File: src/source/sar_adc_pkg.sv
package sar_adc_pkg;

    // Converter resolution, trial code and result
    localparam int DAC_W  = 8;

    // Channel number width, up to 8 channels
    localparam int CHAN_W = 3;

    // Register byte addresses
    localparam logic [7:0] REG_CTRL   = 8'h00; // Start and channel
    localparam logic [7:0] REG_STATUS = 8'h04; // Busy and sticky done
    localparam logic [7:0] REG_RESULT = 8'h08; // Last conversion result

    // Register block to SAR controller
    typedef struct packed {
        logic              start; // One-cycle start pulse
        logic [CHAN_W-1:0] chan;  // Channel to convert
    } adc_cmd_t;

    // SAR controller to every comparator slice
    typedef struct packed {
        logic             sample; // One-cycle sample pulse
        logic [DAC_W-1:0] code;   // Trial code toward the DAC
    } sar_drive_t;

    // SAR controller back to the register block
    typedef struct packed {
        logic             valid;  // One-cycle done pulse
        logic [DAC_W-1:0] result; // Final code
    } adc_done_t;

endpackage

File: src/source/adc_cmp_slice.sv
`timescale 1ns/100ps

module adc_cmp_slice
    import sar_adc_pkg::*;
(
    input  logic             clk,
    input  logic             rst,
    input  sar_drive_t       drive,
    input  logic [DAC_W-1:0] din,
    output logic             cmp
);

    logic [DAC_W-1:0] held;   // Sample and hold
    logic [DAC_W-1:0] level;  // Level seen by the comparator

    // Hold tracks the input during the sample pulse
    assign level = drive.sample ? din : held;

    always_ff @(posedge clk)
    begin
        if (drive.sample)
            held <= din;
    end

    // Clocked comparator, one cycle from trial code to decision
    always_ff @(posedge clk)
    begin
        if (rst)
            cmp <= 1'b0;
        else
            cmp <= (level >= drive.code); // Keep bit when sample at or above code
    end

endmodule

File: src/source/adc_reg.sv
`timescale 1ns/100ps

module adc_reg
    import sar_adc_pkg::*;
(
    input  logic        clk,
    input  logic        rst,
    input  logic        reg_cs,
    input  logic        reg_wr,
    input  logic [7:0]  reg_addr,
    input  logic [31:0] reg_wdata,
    input  logic [3:0]  reg_be,
    input  adc_done_t   done,
    output logic [31:0] reg_rdata,
    output logic        reg_ack,
    output adc_cmd_t    cmd
);

    logic              access;     // First cycle of a bus access
    logic              ctrl_wr;
    logic              status_wr;
    logic [CHAN_W-1:0] chan;       // CTRL channel field
    logic              busy;
    logic              done_flag;  // Sticky done
    logic [DAC_W-1:0]  result;
    logic              start_q;
    logic [31:0]       rd_mux;

    assign access    = reg_cs && !reg_ack;
    // All fields live in byte lane 0
    assign ctrl_wr   = access && reg_wr && reg_be[0] && (reg_addr == REG_CTRL);
    assign status_wr = access && reg_wr && reg_be[0] && (reg_addr == REG_STATUS);

    // Single-cycle acknowledge
    always_ff @(posedge clk)
    begin
        if (rst)
            reg_ack <= 1'b0;
        else
            reg_ack <= access;
    end

    always_ff @(posedge clk)
    begin
        if (rst)
        begin
            chan      <= '0;
            busy      <= 1'b0;
            done_flag <= 1'b0;
            result    <= '0;
            start_q   <= 1'b0;
        end
        else
        begin
            start_q <= ctrl_wr && reg_wdata[0] && !busy; // Start dropped while busy

            if (ctrl_wr)
                chan <= reg_wdata[CHAN_W:1];

            if (done.valid)
            begin
                busy   <= 1'b0;
                result <= done.result;
            end
            else if (ctrl_wr && reg_wdata[0])
                busy <= 1'b1;

            // Set has priority over write-one-to-clear
            if (done.valid)
                done_flag <= 1'b1;
            else if (status_wr && reg_wdata[1])
                done_flag <= 1'b0;
        end
    end

    always_comb
    begin
        case (reg_addr)
            REG_CTRL:   rd_mux = {{(31-CHAN_W){1'b0}}, chan, 1'b0}; // Start reads 0
            REG_STATUS: rd_mux = {30'b0, done_flag, busy};
            REG_RESULT: rd_mux = {{(32-DAC_W){1'b0}}, result};
            default:    rd_mux = '0;
        endcase
    end

    // Read data valid in the acknowledge cycle
    always_ff @(posedge clk)
    begin
        if (access)
            reg_rdata <= rd_mux;
    end

    assign cmd.start = start_q;
    assign cmd.chan  = chan;

endmodule

File: src/source/sar_adc.sv
`timescale 1ns/100ps

module sar_adc
    import sar_adc_pkg::*;
#(
    parameter int NUM_CHANNELS = 6
)
(
    input  logic                                clk,
    input  logic                                rst,
    input  logic                                reg_cs,
    input  logic                                reg_wr,
    input  logic [7:0]                          reg_addr,
    input  logic [31:0]                         reg_wdata,
    input  logic [3:0]                          reg_be,
    output logic [31:0]                         reg_rdata,
    output logic                                reg_ack,
    input  logic                                pulse1m_mclk,
    output logic [DAC_W-1:0]                    sar2dac,     // Trial code toward DAC
    input  logic [NUM_CHANNELS-1:0][DAC_W-1:0]  analog_din   // Digital stand-in per channel
);

    adc_cmd_t                cmd;
    sar_drive_t              drive;
    adc_done_t               done;
    logic [NUM_CHANNELS-1:0] sar_cmp;  // Decision from each slice

    adc_reg u_adc_reg (
        .clk       (clk),
        .rst       (rst),
        .reg_cs    (reg_cs),
        .reg_wr    (reg_wr),
        .reg_addr  (reg_addr),
        .reg_wdata (reg_wdata),
        .reg_be    (reg_be),
        .done      (done),
        .reg_rdata (reg_rdata),
        .reg_ack   (reg_ack),
        .cmd       (cmd)
    );

    sar_ctrl #(
        .NUM_CHANNELS (NUM_CHANNELS)
    ) u_sar_ctrl (
        .clk          (clk),
        .rst          (rst),
        .pulse1m_mclk (pulse1m_mclk),
        .cmd          (cmd),
        .cmp          (sar_cmp),
        .drive        (drive),
        .done         (done)
    );

    // One comparator per channel, all fed the same trial code
    for (genvar i = 0; i < NUM_CHANNELS; i++)
    begin : g_cmp
        adc_cmp_slice u_cmp (
            .clk   (clk),
            .rst   (rst),
            .drive (drive),
            .din   (analog_din[i]),
            .cmp   (sar_cmp[i])
        );
    end

    assign sar2dac = drive.code;

endmodule

File: src/source/sar_ctrl.sv
`timescale 1ns/100ps

module sar_ctrl
    import sar_adc_pkg::*;
#(
    parameter int NUM_CHANNELS = 6
)
(
    input  logic                    clk,
    input  logic                    rst,
    input  logic                    pulse1m_mclk,
    input  adc_cmd_t                cmd,
    input  logic [NUM_CHANNELS-1:0] cmp,
    output sar_drive_t              drive,
    output adc_done_t               done
);

    localparam int IDX_W = $clog2(DAC_W);
    localparam int NSEL  = 2**CHAN_W;

    typedef enum logic [1:0] {
        IDLE,  // Waiting for a start
        ARMED, // Start seen, waiting for the first tick
        CONV   // Stepping through the bits
    } state_t;

    state_t            state;
    logic [CHAN_W-1:0] chan;       // Channel latched on start
    logic [DAC_W-1:0]  code;       // Trial code register
    logic [DAC_W-1:0]  code_next;
    logic [IDX_W-1:0]  bit_idx;    // Bit under trial
    logic              sample;
    logic [NSEL-1:0]   cmp_ext;    // Unused channels read as 0
    logic              dec;        // Decision of the latched channel

    assign cmp_ext = NSEL'(cmp);
    assign dec     = cmp_ext[chan];

    // Resolve current bit and set the next lower one
    always_comb
    begin
        code_next          = code;
        code_next[bit_idx] = dec;
        if (bit_idx != '0)
            code_next[bit_idx - 1'b1] = 1'b1;
    end

    always_ff @(posedge clk)
    begin
        if (rst)
        begin
            state      <= IDLE;
            chan       <= '0;
            code       <= '0;
            bit_idx    <= '0;
            sample     <= 1'b0;
            done.valid <= 1'b0;
        end
        else
        begin
            sample     <= 1'b0;
            done.valid <= 1'b0;
            case (state)
                IDLE:
                begin
                    if (cmd.start)
                    begin
                        chan  <= cmd.chan;
                        state <= ARMED;
                    end
                end
                ARMED:
                begin
                    if (pulse1m_mclk)
                    begin
                        sample  <= 1'b1;
                        code    <= 8'h80;                // MSB trial first
                        bit_idx <= IDX_W'(DAC_W - 1);
                        state   <= CONV;
                    end
                end
                CONV:
                begin
                    if (pulse1m_mclk)
                    begin
                        code <= code_next;
                        if (bit_idx == '0)
                        begin
                            done.valid <= 1'b1;          // Last bit resolved
                            state      <= IDLE;
                        end
                        else
                            bit_idx <= bit_idx - 1'b1;
                    end
                end
                default:
                    state <= IDLE;
            endcase
        end
    end

    // Result word, qualified by the done pulse
    always_ff @(posedge clk)
    begin
        if (state == CONV && pulse1m_mclk && bit_idx == '0)
            done.result <= code_next;
    end

    assign drive.sample = sample;
    assign drive.code   = code;

endmodule

File: config.mk
export PLATFORM = sky130hd
export DESIGN_NAME = sar_adc
export DESIGN_NICKNAME = d
export VERILOG_FILES = /design/src/source/sar_adc_pkg.sv /design/src/source/adc_cmp_slice.sv /design/src/source/adc_reg.sv /design/src/source/sar_adc.sv /design/src/source/sar_ctrl.sv
export SDC_FILE = /design/constraint.sdc
export NUM_CORES = 1
export LEC_CHECK = 0
export BUFFER_PORTS_ARGS = -buffer_cell sky130_fd_sc_hd__buf_2
export CORE_MARGIN = 3
export CORE_UTILIZATION = 50
export CTS_BUF_LIST = sky130_fd_sc_hd__clkbuf_8
export DETAILED_ROUTE_END_ITERATION = 16
export PLACE_DENSITY_LB_ADDON = 0.25
export SYNTH_ARGS = -nofsm -noshare
export SYNTH_HDL_FRONTEND = slang
export SYNTH_HIERARCHICAL = 1
export SYNTH_SLANG_ARGS = --single-unit
File: constraint.sdc
create_clock -name clk -period 5.4 [get_ports clk]
set_input_delay 1.08 -clock clk [delete_from_list [all_inputs] [get_ports clk]]
set_output_delay 1.08 -clock clk [all_outputs]
set_load 0.05 [all_outputs]
==> key figures, run 1 <==
Synthesis
  – Synth Cell Area: 5500 sq um
  – Register area share after synthesis: 40.4%
  – Post-synth top area share: 31.6%
  – Seq cells post-synth: 103
  – Mapped Cells: 554
  – Async SR Flop Fraction: 0%
  – Number of synthesized flops with an enable pin: 16
  – Mean cell area of the mapped netlist: 9.94 sq um
  – YS warnings: 6
  – Yosys top cell by area: dfxtp_1
  – Distinct cells, synth: 52
  – Synth top area cells: dfxtp_1 32%, ha_1 11%, mux2_2 8.8%
  – Top FF cell, synth: dfxtp_1

Routing
  – Pre-Repair DR Iteration Count: 5
  – DRT antenna net count: 0
  – Iter 0 DRT Violations: 278
  – Post-route DRC: 0
  – Mean routed wirelength per cell: 15.2 microns
  – Via-to-Cell Ratio: 5.48
  – Via count: 4185
  – Detailed Route WL: 11.6 mm

STA
  – Final hold vios: 0
  – Crit share post-route: 47.5%
  – Highest clock rate: 0.390 GHz
  – Tmin final: 2.57 ns
  – Setup ws final: 2.83 ns
  – Fin Setup TNS: 0 ns
  – Final setup viols: 0
  – Slew margin rel.: 22.0%
  – RSZ-0062 raised after global routing: false
  – Pins over their slew limit: 0
  – Worst Tran Pin Value: 1.17 ns
  – Clk_skew: 0.0114 ns

Setup path
  – Required time worst endpoint: 5.60 ns
  – R2R depth: 6
  – WS Path Type: reg2reg
  – R2r startpoint: u_sar_ctrl/bit_idx[0]$_SDFFE_PP0P_
  – Arrival time worst endpoint: 2.76 ns
  – CP Capture Type: flip-flop
  – Crit Path Max Fanout: 21
  – R2R Setup Slk: 2.83 ns
  – CP Launch Type: flip-flop
  – Crit Reg-Reg Endpoint: u_sar_ctrl/done[3]$_DFFE_PP_

CTS
  – CTS Buf Count: 9
  – Hold Buf Count CTS: 0
  – CTS tree: done
  – Clk_lat worst skew: 0.37 ns
  – H-tree Lvls: 3
  – CTS clock-pin slew for the worst setup and hold paths: 0.10 ns
  – Post-cts gate resize count: 0
  – CTS Buffer Depth: 2
  – Root Buffer: clkbuf_8
  – Sink Count: 103
  – Setup Buffers After CTS: 0

Global routing
  – First-pass GRT wire length: 19.3 mm
  – Global-route usage over all layers: 19.1%
  – Initial antenna violation count: 1
  – Largest net degree at the start of global routing: 49
  – GRT overflow: 0
  – Vias in the first global route: 4155

Pwr
  – Static leakage: 0.00254 uW
  – Cell area power density: 246 nW/um^2
  – Worst vdd ir: 167 uV

Run status
  – Outcome: completed

Final layout
  – Final core utilization: 57.9%
  – Fin cells: 764
  – Area growth, synth to finish: 10.5%
  – Inserted Diodes: 0
  – Fraction of layout cells with a size suffix above 1: 24.4%
  – # fillers: 898
  – Final instance area: 6080 sq um
  – Nets: 770

Floorplan
  – Die height: 111 microns
  – Die area: 12300 sq um
  – Die width: 111 microns
  – Initial Utilization: 52.4%
  – Core ar.: 10500 sq um
  – Io pins: 138
  – Count of standard-cell rows: 37

Run
  – Max-cap violations: 0

Placed design
  – HPWL Detailed: 8.47 mm
  – Number of port buffers: 82
  – Cells after DPL: 748
  – Placer Congestion: 0.877
  – Setup WS pre-CTS: 2.71 ns
  – Placed cell area: 5880 sq um

Worst hold path
  – Min-Delay Path Depth: 2
  – HP Class: reg2reg
  – Min-delay src: g_cmp[4].u_cmp/held[0]$_DFF_P_
  – Hold Path Sink: g_cmp[4].u_cmp/held[0]$_DFF_P_
## per-layer routing
metal / up-vias / global-route usage [%] / routed length (microns)
met5: - / 0 / 13
met4: 2 / 4.68 / 163
met3: 20 / 5.62 / 780
met2: 146 / 32.4 / 5550
met1: 1955 / 24.0 / 5140
li1: 2062 / - / -
## cell usage in the layout, fill, tap and decap left out, types with 9 or more instances in the layout
master and count:
nand2_1 21, conb_1 24, inv_1 62, nor2_1 30
edfxtp_1 16, buf_2 82, dfxtp_1 86, o21ai_0 22
nand3_1 15, mux2i_1 27, mux2_2 43, ha_1 50
nor3_1 12, a21oi_1 14, clkbuf_8 9
## worst max-delay path, cell delays in order (launching register included)
cell,delay (ns)
dfxtp_1,0.83
inv_1,0.30
ha_1,0.37
or3_1,0.39
a21oi_2,0.27
a22oi_1,0.13
o21ai_0,0.12
## cell families after synthesis
| group | after synthesis | synth area share [%] |
|---|---|---|
| and+or+nand+nor | 125 | 12.5 |
| muxes | 70 | 13.7 |
| other | 1 | 0.0681 |
| AOI/OAI and AO/OA | 96 | 12.3 |
| DFF | 103 | 40.4 |
| adders and majority gates | 50 | 11.4 |
| buffers and inverters | 109 | 9.62 |
## Yosys cell counts, drive strengths merged, types with 2 or more instances
cell type and count:
o211ai 7, a22oi 5, a32oi 3, dfxtp 87, nand4 7, o221ai 7
nand3b 2, inv 62, o31ai 3, a211oi 7, edfxtp 16, buf 42
nor3 13, o22ai 2, nor2b 4, and3 5, a31oi 7, mux2 43
a211o 6, and2 4, and4b 2, nor4 2, or3 2, mux2i 27
nand2b 3, a21o 6, a221oi 2, nand3 15, clkbuf 5, o21ai 22
and3b 2, nand2 21, nor2 33, ha 50, a21oi 15, nor3b 6
## area by class of cell
cell class	instances	area [sq um]	share of cell area, %
multi-input cells	365	2840	46.7
flip-flops and latches	103	2220	36.6
repair buffers	82	410	6.75
inverters	62	233	3.83
well taps	136	170	2.80
clock buffers	9	124	2.04
clock inverters	7	80.1	1.32
## sequential cells by signal, indices dropped and copies added, names as in the netlist
name / cells
u_sar_ctrl/state: 2
u_adc_reg/reg_ack: 1
g_cmp.u_cmp/cmp: 6
u_sar_ctrl/done: 9
u_adc_reg/reg_rdata: 8
u_sar_ctrl/bit_idx: 3
u_sar_ctrl/sample: 1
u_adc_reg/result: 8
u_adc_reg/chan: 3
u_adc_reg/done_flag: 1
u_sar_ctrl/chan: 3
u_sar_ctrl/code: 8
u_adc_reg/start_q: 1
g_cmp.u_cmp/held: 48
u_adc_reg/busy: 1
## power breakdown
group          switching [uW]  leakage, uW  internal [uW]  total, uW
registers                7.69     0.000867            806        813
logic                     115      0.00157           70.6        185
clock network             275     0.000103            220        495
## stage by stage
step	hold slack [ns]	power [uW]
6_report	0.472	1490
5_1_grt	0.502	1570
4_1_cts	0.480	1520
3_5_place_dp	0.454	1020
3_3_place_gp	0.446	1010
2_1_floorplan	0.430	977
## how the worst max path moves through the flow
stage                                            start                         endpoint  cells past startpoint
finish              u_sar_ctrl/bit_idx[0]$_SDFFE_PP0P_     u_sar_ctrl/done[3]$_DFFE_PP_                      6
detailed placement                                 rst  u_sar_ctrl/code[3]$_SDFFE_PP0P_                      5
floorplan                                analog_din[2]    g_cmp[0].u_cmp/cmp$_SDFF_PP0_                      5
CTS                       u_sar_ctrl/sample$_SDFF_PP0_    g_cmp[0].u_cmp/cmp$_SDFF_PP0_                      5
global route              u_sar_ctrl/sample$_SDFF_PP0_    g_cmp[0].u_cmp/cmp$_SDFF_PP0_                      5
global placement                                   rst  u_sar_ctrl/code[3]$_SDFFE_PP0P_                      5
Note: power is estimated with default switching activity, not from simulation.
==> run 2, diff against run 1 <==
clock period = 2.3 ns   (was 5.4 ns; I/O delays follow)
==> run 2 against run 1 <==
  * Critical path depth unchanged
  * Register-to-register slack got worse by 2.5 ns
  * Non-clock buffer count increased by 7
  * Utilization increased by 0.39 points
  * First-iteration DRC count decreased by 29%
==> key figures, run 2 (synthesis results as in run 1) <==
Global routing
  – GR Layer Usage met2: 33.4%
  – Vias in the first global route: 4102
  – Global-route usage over all layers: 19.0%
  – Top Usage Layer GRT: met2
  – Largest net degree at the start of global routing: 49
  – Met3 usage: 4.04%
  – Met1 Usage GRT: 23.9%
  – GRT overflow: 0
  – First-pass GRT wire length: 19.4 mm
  – Initial antenna violation count: 2

Pwr
  – Static leakage: 0.00256 uW
  – Cell area power density: 553 nW/um^2
  – Switching power: 923 uW
  – Sequential Power Share: 56.4%
  – Clock network power share: 30.8%
  – Comb pwr share: 12.8%
  – Switching Fraction: 27.2%
  – Int Pwr: 2460 uW
  – Worst vdd ir: 398 uV

Routing
  – Iter 0 DRT Violations: 198
  – Post-route DRC: 0
  – Via-to-Cell Ratio: 5.40
  – DRT antenna net count: 0
  – Pre-Repair DR Iteration Count: 5
  – Via count: 4165
  – Mean routed wirelength per cell: 15.1 microns
  – Detailed Route WL: 11.6 mm

Setup path
  – R2R depth: 6
  – Required time worst endpoint: 2.59 ns
  – Arrival time worst endpoint: 2.24 ns
  – Crit Reg-Reg Endpoint: g_cmp[4].u_cmp/cmp$_SDFF_PP0_
  – WS Path Type: reg2reg
  – Max incr delay on CP: 0.39 ns
  – CP Capture Type: flip-flop
  – CP Launch Type: flip-flop
  – Slowest CP cell: mux2_2
  – Crit Path Max Fanout: 48
  – R2R Setup Slk: 0.36 ns
  – R2r startpoint: u_sar_ctrl/sample$_SDFF_PP0_
  – Crit-path cells: buf_12 > mux2_2 > ha_1 > o211ai_1 > a211o_1 > a31oi_1

CTS
  – CTS Buf Count: 9
  – Sink Count: 103
  – Clk_lat worst skew: 0.36 ns
  – H-tree Lvls: 3
  – CTS tree: done
  – Post-cts gate resize count: 0
  – CTS Buffer Depth: 2
  – Setup Buffers After CTS: 0
  – Hold Buf Count CTS: 0
  – Root Buffer: clkbuf_8
  – CTS clock-pin slew for the worst setup and hold paths: 0.10 ns

Final layout
  – Fraction of layout cells with a size suffix above 1: 25.4%
  – Biggest regs: g_cmp.u_cmp/held: 48 flops, u_sar_ctrl/done: 9 flops
  – Most common cell after layout, fill and taps aside: dfxtp_1
  – Most frequent cells in the layout: 86 x dfxtp_1, 82 x buf_2, 62 x inv_1
  – Inserted Diodes: 0
  – Largest register by flop count: g_cmp.u_cmp/held
  – Nets: 777
  – Area growth, synth to finish: 11.2%
  – Max reg flops: 48
  – Fin cells: 771

Floorplan
  – Io pins: 138
  – Core ar.: 10500 sq um
  – Count of standard-cell rows: 37
  – Die width: 111 microns
  – Initial Utilization: 52.4%
  – Die height: 111 microns
  – Die area: 12300 sq um

STA
  – Slew margin rel.: 57.4%
  – Tmin final: 1.94 ns
  – Fin Setup TNS: 0 ns
  – Pins over their slew limit: 0
  – Hold WS: 0.329 ns
  – Worst Tran Pin Value: 0.638 ns
  – Final hold vios: 0
  – Clk_skew: 0.0110 ns
  – RSZ-0062 raised after global routing: false
  – Highest clock rate: 0.514 GHz
  – Final setup viols: 0
  – Crit share post-route: 84.6%

Worst hold path
  – Hold Path Sink: g_cmp[1].u_cmp/held[0]$_DFF_P_
  – Min-delay src: analog_din[8]
  – Min-Delay Path Depth: 3
  – HP Class: in2reg

Placed design
  – HPWL Detailed: 8.51 mm
  – Number of port buffers: 82
  – Cells after DPL: 755
  – Placer Congestion: 0.886

Run status
  – Outcome: completed

Run
  – Max-cap violations: 0
-- run 2: cell count changes in the layout (fill, tap and decap cells not counted), sizes merged --
cell | before | now
clkinvlp | 0 | 3
clkinv | 4 | 2
bufinv | 1 | 0
buf | 82 | 89
-- run 2: worst max-delay path: cells and delay by family (launching register included) --
family | cells | cell delay (ns)
compound gates | 3 | 0.55
mux | 1 | 0.39
flops | 1 | 0.35
fa+ha+maj | 1 | 0.30
buf+inv | 1 | 0.25
-- run 2: cell type report --
cell class	count	area [sq um]
clock inverter	7	56.3
sequential	103	2220
tap	136	170
clock buffer	9	124
timing repair buffer	89	475
fill	931	4390
multi-input combinational	365	2840
inverter	62	233
-- run 2: routing by layer --
metal | share of wire, % | wire, microns
met5 | 0.23 | 27
met2 | 49 | 5680
met1 | 45 | 5180
met4 | 1.0 | 119
met3 | 5.2 | 605
-- run 2: worst max path at each step --
| stage | startpoint | endpoint | slack (ns) | cells after the start |
|---|---|---|---|---|
| after global placement | u_sar_ctrl/sample$_SDFF_PP0_ | g_cmp[4].u_cmp/cmp$_SDFF_PP0_ | 0.41 | 6 |
| after detailed placement | u_sar_ctrl/sample$_SDFF_PP0_ | g_cmp[4].u_cmp/cmp$_SDFF_PP0_ | 0.38 | 6 |
| after CTS | u_sar_ctrl/sample$_SDFF_PP0_ | g_cmp[4].u_cmp/cmp$_SDFF_PP0_ | 0.36 | 6 |
| after floorplan | u_sar_ctrl/bit_idx[1]$_SDFFE_PP0P_ | u_sar_ctrl/code[3]$_SDFFE_PP0P_ | 0.46 | 7 |
| after global routing | u_sar_ctrl/sample$_SDFF_PP0_ | g_cmp[0].u_cmp/cmp$_SDFF_PP0_ | 0.23 | 6 |
| final | u_sar_ctrl/sample$_SDFF_PP0_ | g_cmp[4].u_cmp/cmp$_SDFF_PP0_ | 0.36 | 6 |
-- run 2: stage by stage --
step | total power [uW] | util (%) | cell area [sq um] | worst slack [ns]
global route | 3550 | 58.2 | 6120 | 0.230
finish | 3390 | 58.2 | 6120 | 0.355
detailed placement | 2390 | 56.5 | 5940 | 0.375
global placement | 2370 | 56.5 | 5940 | 0.410
CTS | 3440 | 58.2 | 6120 | 0.356
floorplan | 2290 | - | 5590 | 0.460
-- run 2: power by group through the flow --
| stage | clock (uW) | sequential [uW] | combinational (uW) |
|---|---|---|---|
| 2_1_floorplan | 0 | 1970 | 324 |
| 3_3_place_gp | 0 | 1950 | 422 |
| 3_5_place_dp | 0 | 1950 | 434 |
| 4_1_cts | 1090 | 1910 | 436 |
| 5_1_grt | 1150 | 1920 | 481 |
| 6_report | 1040 | 1910 | 433 |
==> run 3, diff against run 2 <==
clock period = 1.9 ns   (was 2.3 ns; I/O delays follow)
==> run 3 against run 2 <==
  * Cell count rose by 1.4%
  * Sequential share of layout area fell by 1.1 points
  * Combinational power rose by 26%
  * Register-to-register slack got worse by 0.30 ns
  * Routed wire length rose by 6.8%
  * Design area rose by 3.3%
  * Critical path type unchanged
  * Critical endpoint is now g_cmp[1].u_cmp/cmp$_SDFF_PP0_
  * Highest routed layer unchanged
==> key figures, run 3 (synthesis results as in run 1) <==
STA
  – Setup ws final: 0.0534 ns
  – Tmin final: 1.85 ns
  – Final hold vios: 0
  – Highest clock rate: 0.542 GHz
  – Hold WS: 0.258 ns
  – Clk_skew: 0.00843 ns
  – Final setup viols: 0
  – Worst Tran Pin Value: 0.589 ns
  – RSZ-0062 raised after global routing: true
  – Crit share post-route: 97.2%
  – Pins over their slew limit: 0
  – Slew margin rel.: 60.7%

CTS
  – CTS tree: done
  – Setup Buffers After CTS: 0
  – Post-cts gate resize count: 0
  – CTS Buf Count: 9
  – Hold Buf Count CTS: 0
  – CTS clock-pin slew for the worst setup and hold paths: 0.10 ns
  – Sink Count: 103
  – Clk_lat worst skew: 0.36 ns
  – Root Buffer: clkbuf_8
  – H-tree Lvls: 3
  – CTS Buffer Depth: 2

Placed design
  – Number of port buffers: 82
  – Placed cell area: 6030 sq um
  – Setup WS pre-CTS: 0.0365 ns
  – Placer Congestion: 0.896
  – HPWL Detailed: 9.06 mm

Final layout
  – Fraction of layout cells with a size suffix above 1: 27.6%
  – Inserted Diodes: 0
  – Biggest regs: g_cmp.u_cmp/held: 48 flops, u_sar_ctrl/done: 9 flops
  – Max reg flops: 48
  – Most common cell after layout, fill and taps aside: dfxtp_1
  – Nets: 788
  – Largest register by flop count: g_cmp.u_cmp/held
  – Most frequent cells in the layout: 86 x dfxtp_1, 82 x buf_2, 62 x inv_1
  – Area growth, synth to finish: 14.9%
  – Final instance area: 6320 sq um

Setup path
  – CP Launch Type: flip-flop
  – WS Path Type: reg2reg
  – R2r startpoint: u_sar_ctrl/sample$_SDFF_PP0_
  – Worst Setup EP: g_cmp[1].u_cmp/cmp$_SDFF_PP0_
  – R2R depth: 6
  – Critical Path Source: u_sar_ctrl/sample$_SDFF_PP0_
  – Required time worst endpoint: 2.19 ns
  – Crit Path Max Fanout: 21
  – Arrival time worst endpoint: 2.13 ns
  – CP Capture Type: flip-flop
  – Crit Reg-Reg Endpoint: g_cmp[1].u_cmp/cmp$_SDFF_PP0_
  – R2R Setup Slk: 0.05 ns

Routing
  – Pre-Repair DR Iteration Count: 6
  – Via count: 4261
  – Iter 0 DRT Violations: 178
  – Mean routed wirelength per cell: 15.9 microns
  – Via-to-Cell Ratio: 5.45
  – DRT antenna net count: 0
  – Detailed Route WL: 12.4 mm
  – Post-route DRC: 0

Worst hold path
  – HP Class: in2reg
  – Min-Delay Path Depth: 3

Floorplan
  – Die height: 111 microns
  – Die width: 111 microns
  – Io pins: 138
  – Initial Utilization: 52.4%
  – Count of standard-cell rows: 37
  – Die area: 12300 sq um
  – Core ar.: 10500 sq um

Pwr
  – Cell area power density: 671 nW/um^2
  – Worst vdd ir: 437 uV
  – Static leakage: 0.00264 uW

Global routing
  – Largest net degree at the start of global routing: 30
  – Global-route usage over all layers: 20.0%
  – Initial antenna violation count: 1
  – GRT overflow: 0
  – Vias in the first global route: 4269
  – First-pass GRT wire length: 20.3 mm

Run
  – Max-cap violations: 0

Run status
  – Outcome: completed
==> run 3: cell count changes in the layout (fill, tap and decap cells not counted), moves of 2 or more <==
cell,change
clkinvlp_4,-2
clkinv_2,+2
ha_4,+5
buf_4,+9
ha_1,-5
==> run 3: through the flow <==
stage	instances	power (uW)	util (%)	setup TNS, ns
5_1_grt	782	4460	60.2	-0.00871
4_1_cts	781	4270	59.2	0
2_1_floorplan	577	2780	-	0
6_report	782	4240	60.2	0
3_5_place_dp	765	2900	57.4	0
3_3_place_gp	765	2870	57.4	0
==> run 3: metal layers <==
layer / share of wire [%] / vias to the layer above / track usage (%)
li1: - / 2094 / -
met1: 43 / 2004 / 24.6
met2: 49 / 140 / 34.5
met3: 5.9 / 21 / 4.53
met4: 1.7 / 2 / 6.32
met5: 0.073 / - / 0
==> run 3: worst min-delay path by stage <==
stage,start,endpoint
floorplan,g_cmp[0].u_cmp/held[0]$_DFF_P_,g_cmp[0].u_cmp/held[0]$_DFF_P_
global placement,g_cmp[0].u_cmp/held[0]$_DFF_P_,g_cmp[0].u_cmp/held[0]$_DFF_P_
detailed placement,g_cmp[0].u_cmp/held[0]$_DFF_P_,g_cmp[0].u_cmp/held[0]$_DFF_P_
CTS,analog_din[32],g_cmp[4].u_cmp/held[0]$_DFF_P_
global route,analog_din[38],g_cmp[4].u_cmp/held[6]$_DFF_P_
finish,analog_din[32],g_cmp[4].u_cmp/held[0]$_DFF_P_
==> run 3: layout make-up <==
type | count | area (sq um)
Clock buffer | 9 | 124
Clock inverter | 7 | 70.1
Sequential cell | 103 | 2230
Timing Repair Buffer | 100 | 588
Multi-Input combinational cell | 365 | 2910
Tap cell | 136 | 170
Fill cell | 905 | 4180
Inverter | 62 | 233
==> run 3: critical path, stage by stage, from the launching register on <==
cell,delay (ns)
dfxtp_4,0.41
buf_12,0.18
mux2_2,0.39
ha_4,0.28
o211ai_1,0.08
a211o_1,0.30
a31oi_1,0.14
==> run 3: where the power goes <==
part	switching, uW	internal (uW)	total, uW
Clock	770	613	1380
Sequential	24.2	2290	2310
Combinational	334	212	546
Total	1130	3110	4240
